File: src/rtl/core_shell_pkg.sv
// --------------------------------------
// Shared types for the fetch-side core shell
// Bus, fetch, interrupt and trace bundles
// Referenced by scoped name from each RTL file
// --------------------------------------

package core_shell_pkg;

  // Interrupt word, CV32E20 bit layout
  typedef struct packed {
    logic [15:0] fast;
    logic [3:0]  rsvd_15_12;
    logic        external;
    logic [2:0]  rsvd_10_8;
    logic        timer;
    logic [2:0]  rsvd_6_4;
    logic        software;
    logic [1:0]  rsvd_2_1;
    logic        nmi;
  } irq_fields_t;

  // Flat view for merging, field view for priority
  typedef union packed {
    logic [31:0] raw;
    irq_fields_t fields;
  } irq_word_u;

  // Cause ids reported on irq_id
  localparam logic [4:0] CAUSE_NMI       = 5'd31;
  localparam logic [4:0] CAUSE_FAST_BASE = 5'd16;
  localparam logic [4:0] CAUSE_EXT       = 5'd11;
  localparam logic [4:0] CAUSE_SW        = 5'd3;
  localparam logic [4:0] CAUSE_TIMER     = 5'd7;

  // --------------------------------------
  // OBI instruction bus, read only
  typedef struct packed {
    logic        req;
    logic [31:0] addr;
  } obi_req_t;

  typedef struct packed {
    logic        gnt;
    logic        rvalid;
    logic [31:0] rdata;
  } obi_rsp_t;

  // --------------------------------------
  // Ctrl to fetch unit and back
  typedef struct packed {
    logic        start;
    logic [31:0] addr;
  } fetch_cmd_t;

  typedef struct packed {
    logic        done;
    logic [31:0] instr;
  } fetch_rsp_t;

  // Selected interrupt
  typedef struct packed {
    logic       pending;
    logic [4:0] id;
  } irq_sel_t;

  // One record per fetched word
  typedef struct packed {
    logic        valid;
    logic [31:0] pc;
    logic [31:0] instr;
    logic        dbg;
  } trace_t;

endpackage

File: src/rtl/core_ctrl.sv
// --------------------------------------
// Core control FSM
// Owns the pc, takes interrupts and debug at boundaries
// Issues fetch commands and writes the trace record
// --------------------------------------

`timescale 1ns/1ps

module core_ctrl #(
  parameter logic [31:0] BootAddr   = 32'h0000_0080,
  parameter logic [31:0] MtvecBase  = 32'h0000_1000,
  parameter logic [31:0] DmHaltAddr = 32'h1A11_0800
) (
  input  logic                       clk_i,
  input  logic                       rst_i,
  input  logic                       fetch_enable_i,
  input  logic                       debug_req_i,
  input  logic                       debug_resume_i,
  input  core_shell_pkg::irq_sel_t   sel_i,
  output core_shell_pkg::fetch_cmd_t cmd_o,
  input  core_shell_pkg::fetch_rsp_t rsp_i,
  output logic                       irq_ack_o,
  output logic [4:0]                 irq_id_o,
  output logic                       debug_mode_o,
  output core_shell_pkg::trace_t     trace_o
);

  // Boot loads the pc, issue sends start, wait expects done
  typedef enum logic [1:0] {
    ST_BOOT,
    ST_ISSUE,
    ST_WAIT
  } state_e;

  state_e      state_q;
  logic [31:0] pc_q;
  logic [31:0] dpc_q;
  logic        debug_mode_q;
  logic        resume_q;
  logic        irq_ack_q;
  logic [4:0]  irq_id_q;

  // Trace record, valid kept apart from payload
  logic        trace_valid_q;
  logic [31:0] trace_pc_q;
  logic [31:0] trace_instr_q;
  logic        trace_dbg_q;

  // Boundary decode
  logic        boundary;
  logic        take_debug;
  logic        take_resume;
  logic        take_irq;
  logic [31:0] pc_seq;
  logic [31:0] pc_next;

  // --------------------------------------
  // Boundary decision
  assign boundary = (state_q == ST_WAIT) && rsp_i.done;
  assign pc_seq   = pc_q + 32'd4;

  // Fixed priority, debug entry first
  assign take_debug  = debug_req_i && !debug_mode_q;
  assign take_resume = !take_debug && debug_mode_q && resume_q;
  assign take_irq    = !take_debug && !debug_mode_q && sel_i.pending;

  always_comb begin
    if (take_debug) begin
      pc_next = DmHaltAddr;
    end else if (take_resume) begin
      pc_next = dpc_q;
    end else if (take_irq) begin
      // Vectored, four bytes per cause
      pc_next = MtvecBase + 32'({sel_i.id, 2'b00});
    end else begin
      pc_next = pc_seq;
    end
  end

  // --------------------------------------
  // Control state
  always_ff @(posedge clk_i) begin
    if (rst_i) begin
      state_q       <= ST_BOOT;
      debug_mode_q  <= 1'b0;
      resume_q      <= 1'b0;
      irq_ack_q     <= 1'b0;
      irq_id_q      <= 5'd0;
      trace_valid_q <= 1'b0;
    end else begin
      // Trace valid and ack line up one cycle after done
      trace_valid_q <= boundary;
      irq_ack_q     <= boundary && take_irq;

      // Resume only means something in debug mode
      if (debug_resume_i && debug_mode_q) begin
        resume_q <= 1'b1;
      end

      case (state_q)
        ST_BOOT: begin
          state_q <= ST_ISSUE;
        end

        ST_ISSUE: begin
          // Stall here while fetch is disabled
          if (fetch_enable_i) begin
            state_q <= ST_WAIT;
          end
        end

        ST_WAIT: begin
          if (rsp_i.done) begin
            state_q <= ST_ISSUE;
            if (take_debug) begin
              debug_mode_q <= 1'b1;
            end
            if (take_resume) begin
              debug_mode_q <= 1'b0;
              resume_q     <= 1'b0;
            end
            // Id stays until the next taken interrupt
            if (take_irq) begin
              irq_id_q <= sel_i.id;
            end
          end
        end

        default: begin
          state_q <= ST_BOOT;
        end
      endcase
    end
  end

  // --------------------------------------
  // Pc, saved pc and trace payload
  always_ff @(posedge clk_i) begin
    if (state_q == ST_BOOT) begin
      pc_q <= BootAddr;
    end else if (boundary) begin
      pc_q <= pc_next;
    end

    // Return point is the word that would have come next
    if (boundary && take_debug) begin
      dpc_q <= pc_seq;
    end

    if (boundary) begin
      trace_pc_q    <= pc_q;
      trace_instr_q <= rsp_i.instr;
      trace_dbg_q   <= debug_mode_q;
    end
  end

  // Start pulses in the cycle after done
  assign cmd_o = '{start: (state_q == ST_ISSUE) && fetch_enable_i, addr: pc_q};

  assign irq_ack_o    = irq_ack_q;
  assign irq_id_o     = irq_id_q;
  assign debug_mode_o = debug_mode_q;

  assign trace_o = '{valid: trace_valid_q,
                     pc:    trace_pc_q,
                     instr: trace_instr_q,
                     dbg:   trace_dbg_q};

endmodule

File: src/rtl/core_shell_top.sv
// --------------------------------------
// Core shell top level
// Read-only OBI fetch, interrupts, debug and trace
// Address parameters are set here and passed to ctrl
// --------------------------------------

`timescale 1ns/1ps

module core_shell_top #(
  parameter logic [31:0] BootAddr   = 32'h0000_0080,
  parameter logic [31:0] MtvecBase  = 32'h0000_1000,
  parameter logic [31:0] DmHaltAddr = 32'h1A11_0800
) (
  input  logic                      clk_i,
  input  logic                      rst_i,

  // Instruction bus, no we or be
  output core_shell_pkg::obi_req_t  instr_bus_o,
  input  core_shell_pkg::obi_rsp_t  instr_bus_i,

  // Interrupt sources and acknowledge
  input  core_shell_pkg::irq_word_u irq_i,
  input  core_shell_pkg::irq_word_u irq_vp_i,
  output logic                      irq_ack_o,
  output logic [4:0]                irq_id_o,

  // Debug and run control
  input  logic                      debug_req_i,
  input  logic                      debug_resume_i,
  input  logic                      fetch_enable_i,
  output logic                      debug_mode_o,

  // One record per fetched word
  output core_shell_pkg::trace_t    trace_o
);

  // --------------------------------------
  // Internal links
  core_shell_pkg::fetch_cmd_t fetch_cmd;
  core_shell_pkg::fetch_rsp_t fetch_rsp;
  core_shell_pkg::irq_sel_t   irq_sel;

  // Pc, boundary decisions and trace
  core_ctrl #(
    .BootAddr   (BootAddr),
    .MtvecBase  (MtvecBase),
    .DmHaltAddr (DmHaltAddr)
  ) u_core_ctrl (
    .clk_i          (clk_i),
    .rst_i          (rst_i),
    .fetch_enable_i (fetch_enable_i),
    .debug_req_i    (debug_req_i),
    .debug_resume_i (debug_resume_i),
    .sel_i          (irq_sel),
    .cmd_o          (fetch_cmd),
    .rsp_i          (fetch_rsp),
    .irq_ack_o      (irq_ack_o),
    .irq_id_o       (irq_id_o),
    .debug_mode_o   (debug_mode_o),
    .trace_o        (trace_o)
  );

  // Bus master
  fetch_unit u_fetch_unit (
    .clk_i (clk_i),
    .rst_i (rst_i),
    .cmd_i (fetch_cmd),
    .rsp_o (fetch_rsp),
    .bus_o (instr_bus_o),
    .bus_i (instr_bus_i)
  );

  // Cause select, combinational
  irq_prio u_irq_prio (
    .irq_i    (irq_i),
    .irq_vp_i (irq_vp_i),
    .sel_o    (irq_sel)
  );

endmodule

File: src/rtl/fetch_unit.sv
// --------------------------------------
// OBI instruction fetch master
// One word per start pulse, one transaction in flight
// Done pulses one cycle after rvalid with the word
// --------------------------------------

`timescale 1ns/1ps

module fetch_unit (
  input  logic                       clk_i,
  input  logic                       rst_i,
  input  core_shell_pkg::fetch_cmd_t cmd_i,
  output core_shell_pkg::fetch_rsp_t rsp_o,
  output core_shell_pkg::obi_req_t   bus_o,
  input  core_shell_pkg::obi_rsp_t   bus_i
);

  // Idle, address phase, response phase
  typedef enum logic [1:0] {
    ST_IDLE,
    ST_REQ,
    ST_DATA
  } state_e;

  state_e      state_q;
  logic        done_q;
  logic [31:0] addr_q;
  logic [31:0] instr_q;

  // --------------------------------------
  // Control state
  always_ff @(posedge clk_i) begin
    if (rst_i) begin
      state_q <= ST_IDLE;
      done_q  <= 1'b0;
    end else begin
      // Done is a single-cycle pulse
      done_q <= 1'b0;

      case (state_q)
        ST_IDLE: begin
          // Req goes out the cycle after start
          if (cmd_i.start) begin
            state_q <= ST_REQ;
          end
        end

        ST_REQ: begin
          // Hold req and addr until accepted
          if (bus_i.gnt) begin
            state_q <= ST_DATA;
          end
        end

        ST_DATA: begin
          // Response never shares the grant cycle
          if (bus_i.rvalid) begin
            done_q  <= 1'b1;
            state_q <= ST_IDLE;
          end
        end

        default: begin
          state_q <= ST_IDLE;
        end
      endcase
    end
  end

  // --------------------------------------
  // Address and read data
  always_ff @(posedge clk_i) begin
    // Address captured with the command
    if (state_q == ST_IDLE && cmd_i.start) begin
      addr_q <= cmd_i.addr;
    end
    // Word captured on rvalid
    if (state_q == ST_DATA && bus_i.rvalid) begin
      instr_q <= bus_i.rdata;
    end
  end

  // Address phase driven straight from state
  assign bus_o = '{req: (state_q == ST_REQ), addr: addr_q};

  assign rsp_o = '{done: done_q, instr: instr_q};

endmodule

File: src/rtl/irq_prio.sv
// --------------------------------------
// Interrupt merge and priority select
// ORs the two vectors, then picks one cause id
// Purely combinational, feeds the boundary logic in ctrl
// --------------------------------------

`timescale 1ns/1ps

module irq_prio (
  input  core_shell_pkg::irq_word_u irq_i,
  input  core_shell_pkg::irq_word_u irq_vp_i,
  output core_shell_pkg::irq_sel_t  sel_o
);

  // Merged word, both views used
  core_shell_pkg::irq_word_u merged;

  logic       any_mapped;
  logic [4:0] id_sel;

  // Merge on the flat view
  assign merged.raw = irq_i.raw | irq_vp_i.raw;

  // Only mapped lines count, reserved bits dropped
  assign any_mapped = merged.fields.nmi
                    | (|merged.fields.fast)
                    | merged.fields.external
                    | merged.fields.software
                    | merged.fields.timer;

  // --------------------------------------
  // Priority chain
  // Lowest priority written first, later checks override
  always_comb begin
    id_sel = 5'd0;

    // Timer below software below external
    if (merged.fields.timer) begin
      id_sel = core_shell_pkg::CAUSE_TIMER;
    end
    if (merged.fields.software) begin
      id_sel = core_shell_pkg::CAUSE_SW;
    end
    if (merged.fields.external) begin
      id_sel = core_shell_pkg::CAUSE_EXT;
    end

    // Fast lines, higher index wins
    for (int i = 0; i < 16; i++) begin
      if (merged.fields.fast[i]) begin
        id_sel = 5'(core_shell_pkg::CAUSE_FAST_BASE + i);
      end
    end

    // NMI beats everything
    if (merged.fields.nmi) begin
      id_sel = core_shell_pkg::CAUSE_NMI;
    end
  end

  // Id is don't-care while nothing is pending
  assign sel_o = '{pending: any_mapped, id: id_sel};

endmodule

File: config.mk
export PLATFORM = sky130hd
export DESIGN_NAME = core_shell_top
export DESIGN_NICKNAME = d
export VERILOG_FILES = /design/src/rtl/core_shell_pkg.sv /design/src/rtl/core_ctrl.sv /design/src/rtl/core_shell_top.sv /design/src/rtl/fetch_unit.sv /design/src/rtl/irq_prio.sv
export SDC_FILE = /design/constraint.sdc
export NUM_CORES = 1
export LEC_CHECK = 0
export BUFFER_PORTS_ARGS = -buffer_cell sky130_fd_sc_hd__buf_4
export CAP_MARGIN = 20
export CORE_MARGIN = 2
export CORE_UTILIZATION = 53
export CTS_CLUSTER_DIAMETER = 60
export CTS_CLUSTER_SIZE = 40
export DETAILED_ROUTE_END_ITERATION = 8
export MAX_ROUTING_LAYER = met4
export PLACE_DENSITY = 0.8
export SLEW_MARGIN = 20
export SYNTH_ARGS = -nofsm -noshare
export SYNTH_HDL_FRONTEND = slang
export SYNTH_HIERARCHICAL = 1
export SYNTH_SLANG_ARGS = --single-unit
File: constraint.sdc
create_clock -name clk_i -period 4.4 [get_ports clk_i]
set_input_delay 0.22 -clock clk_i [delete_from_list [all_inputs] [get_ports clk_i]]
set_output_delay 0.22 -clock clk_i [all_outputs]
set_load 0.005 [all_outputs]
==> impl_metrics.yaml <==
run_status:
  status: "complete, no violations"
cells_and_area:
  drive_above_1_share: 0.278
  layout_common_cells: "buf_4 (190), edfxtp_1 (161), nand2_1 (54)"
  final_common_cell: "buf_4"
  finalNetCount: 914
  multi_input_area_sq_mm: 0.00214
  n_fill_cell: 1054
  area_growth_pct: 27.4
  regArea_sq_mm: 0.00576
  num_antenna_cells: 0
  final_util: 0.684
synth:
  synth.area.mux_share: 0.00636
  synth-compound-area-share: 0.0884
  ys.flop_type: "edfxtp_1"
  synth_edf_count: 161
  synthesis.nets: 711
  yosysUniqueCellTypes: 63
  yosysSeqAreaShare: 0.713
  yosys.area_share.xor_xnor: 0.0271
  synth_cells: 607
  synth-seq-cells: 207
  yosys_warnings: 6
  synth_fa_ha_area_frac: 0.00155
  async_reset_ff_frac: 0
  syn_avg_cell_area_sq_um: 13.3
  synth_top_family_by_area: "simple AND/OR/NAND/NOR gates"
  synthesis.area_sq_mm: 0.00807
  synth_simple_gate_area_share: 0.141
global_route:
  grt_usage: 0.227
  grt_max_degree: 68
  grt-ovfl-total: 0
  grt_pass1_vias: 5592
  antenna_found_initial: 0
  grt_pass1_wl_um: 28600
worst_setup_path:
  r2r-start: "u_core_ctrl/state_q[0]"
  worst-path-max-fanout: 27
  crit_type: "flop to flop"
  cp.arrival_ns: 3.18
  r2r_end: "u_core_ctrl/pc_q[28]"
  rr_worst_depth: 7
  rrSetupSlack_ns: 1.57
  required_ns: 4.75
  endpoint_kind: "flop"
  start_kind: "flop"
  startpoint: "u_core_ctrl/state_q[0]"
power_and_ir_drop:
  static-leakage-power_nw: 3.72
  power.density_mw_per_mm2: 336
  ir_drop_mv: 0.280
timing:
  worst_slew_pin_slew_ns: 1.19
  period_needed_ns: 2.83
  period_share: 0.643
  grt_setup_unrepaired: "no"
  setup_violations: 0
  slew-limit-headroom: 0.205
  tns_ns: 0
  fmax_ghz: 0.354
  fin_skew_ns: 0.0120
  finalHoldViolations: 0
  slew_viol_final: 0
floorplanning:
  start_util: 0.537
  io_pins: 209
  die_h_um: 127
  die_area_sq_mm: 0.0162
  core_sq_mm: 0.0150
  num_rows: 45
  die_x_um: 127
worst_hold_path:
  whs_endpoint: "u_fetch_unit/state_q[1]"
  min-delay-start: "instr_bus_i[32]"
  whs_path_depth: 3
  hold_class: "primary input to flop"
drt:
  via_per_inst: 5.85
  wl_per_cell_um: 18.3
  first_pass_iters: 6
  ant_nets: 0
  wl_um: 18300
  vias: 5877
  drtIter0Drc: 548
  drc: 0
clocking:
  clk_latency_ns: 0.46
  clock_sinks: 207
  cts_buffers: 12
  cts_tree: "done"
  path_clk_slew_ns: 0.09
  cts_root_buf: "clkbuf_16"
  post_cts_buffers: 0
  clockBufferDepth: 3
  htree_levels: 1
  cts_resized: 0
placed_design:
  place_congestion: 0.874
  portBuffers: 184
  place_hpwl_um: 11900
run:
  cap_violations: 0
==> Yosys cell counts, drive strengths merged, types with 3 or more instances <==
cell type	number	share of area
buf	12	0.0095
o31ai	3	0.0028
a31oi	12	0.0093
nand3	20	0.012
o21ai	26	0.016
or2	4	0.0031
a211oi	6	0.0056
nand4	11	0.010
nand3b	3	0.0028
nor3	10	0.0068
inv	7	0.0033
nand2	55	0.026
a21oi	35	0.022
xnor2	14	0.015
edfxtp	161	0.60
and4	8	0.0088
o31a	8	0.0087
nor4	23	0.020
clkbuf	21	0.0099
a22oi	3	0.0028
xor2	11	0.012
and2	6	0.0047
and3	12	0.0093
dfxtp	46	0.11
a21o	3	0.0028
o22ai	5	0.0039
nand2b	4	0.0031
mux2i	4	0.0050
nor2	47	0.022
==> registers in the layout, indices dropped and copies added, names as in the netlist <==
register	cells
u_core_ctrl/debug_mode_o	1
u_core_ctrl/dpc_q	32
u_core_ctrl/irq_ack_o	1
u_core_ctrl/irq_id_o	5
u_core_ctrl/pc_q	32
u_core_ctrl/resume_q	1
u_core_ctrl/state_q	2
u_core_ctrl/trace_dbg_q	1
u_core_ctrl/trace_instr_q	32
u_core_ctrl/trace_pc_q	32
u_core_ctrl/trace_valid_q	1
u_fetch_unit/addr_q	32
u_fetch_unit/done_q	1
u_fetch_unit/instr_q	32
u_fetch_unit/state_q	2
==> layer usage <==
metal,global-route usage,part of all wire,vias to the layer above
li1,-,-,2697
met2,0.385,0.51,317
met3,0.0381,0.081,55
met4,0.0711,0.027,0
met5,-,0,-
met1,0.281,0.38,2808
==> stage by stage <==
step,std cells,hold slack (ns),power [mW],setup WS (ns),cell area [sq um]
final,1004,0.0265,3.45,1.57,10300
after global routing,1004,0.0318,3.56,1.39,10300
after CTS,1004,0.0193,3.47,1.63,10300
after detailed placement,952,0.399,2.31,1.40,9580
after global placement,952,0.399,2.30,1.47,9580
after floorplan,607,0.289,2.20,1.11,8070
==> critical path, stage by stage, from the launching register on <==
cell	delay, ns
dfxtp_1	0.59
nand3b_1	0.17
buf_4	0.32
clkinv_2	0.41
nand2_1	0.59
a21oi_1	0.11
and4_1	0.23
nor4_1	0.29
==> cells by family (layout without fill, tap and decap cells) <==
kind of cell | Yosys count | count (layout)
flip-flops | 207 | 207
adder cells (fa/ha/maj) | 1 | 1
buffers and inverters | 40 | 249
AND/OR/NAND/NOR | 214 | 214
multiplexers | 5 | 5
AO/OA/AOI/OAI | 115 | 115
XOR/XNOR | 25 | 25
==> what timing repair did <==
item / CTS / global route
hold buffers: 32 / 0
setup endpoints to repair: 0 / 0
hold endpoints to repair: 32 / 0
==> final cells by class <==
| class | count | area share |
|---|---|---|
| tap | 188 | 0.0229 |
| clock inverter | 5 | 0.00329 |
| clock buffer | 15 | 0.0333 |
| sequential | 207 | 0.560 |
| multi-input combinational | 360 | 0.208 |
| timing repair buffer | 222 | 0.170 |
| inverter | 7 | 0.00268 |
==> worst max path at each step <==
stage                     cells past startpoint  slack [ns]                    to
after floorplan                               6        1.11  u_core_ctrl/pc_q[16]
after global placement                       10        1.47  u_core_ctrl/pc_q[24]
after detailed placement                     10        1.40  u_core_ctrl/pc_q[24]
after CTS                                     7        1.63  u_core_ctrl/pc_q[28]
after global routing                          7        1.39  u_core_ctrl/pc_q[28]
final                                         7        1.57  u_core_ctrl/pc_q[28]
==> power by group <==
group | switching [mW] | total, mW | internal [mW]
clock | 0.597 | 1.16 | 0.566
combinational | 0.0792 | 0.172 | 0.0931
sequential | 0.0103 | 2.11 | 2.10
total | 0.687 | 3.45 | 2.76
No activity file was read; power rests on OpenSTA's default activity.
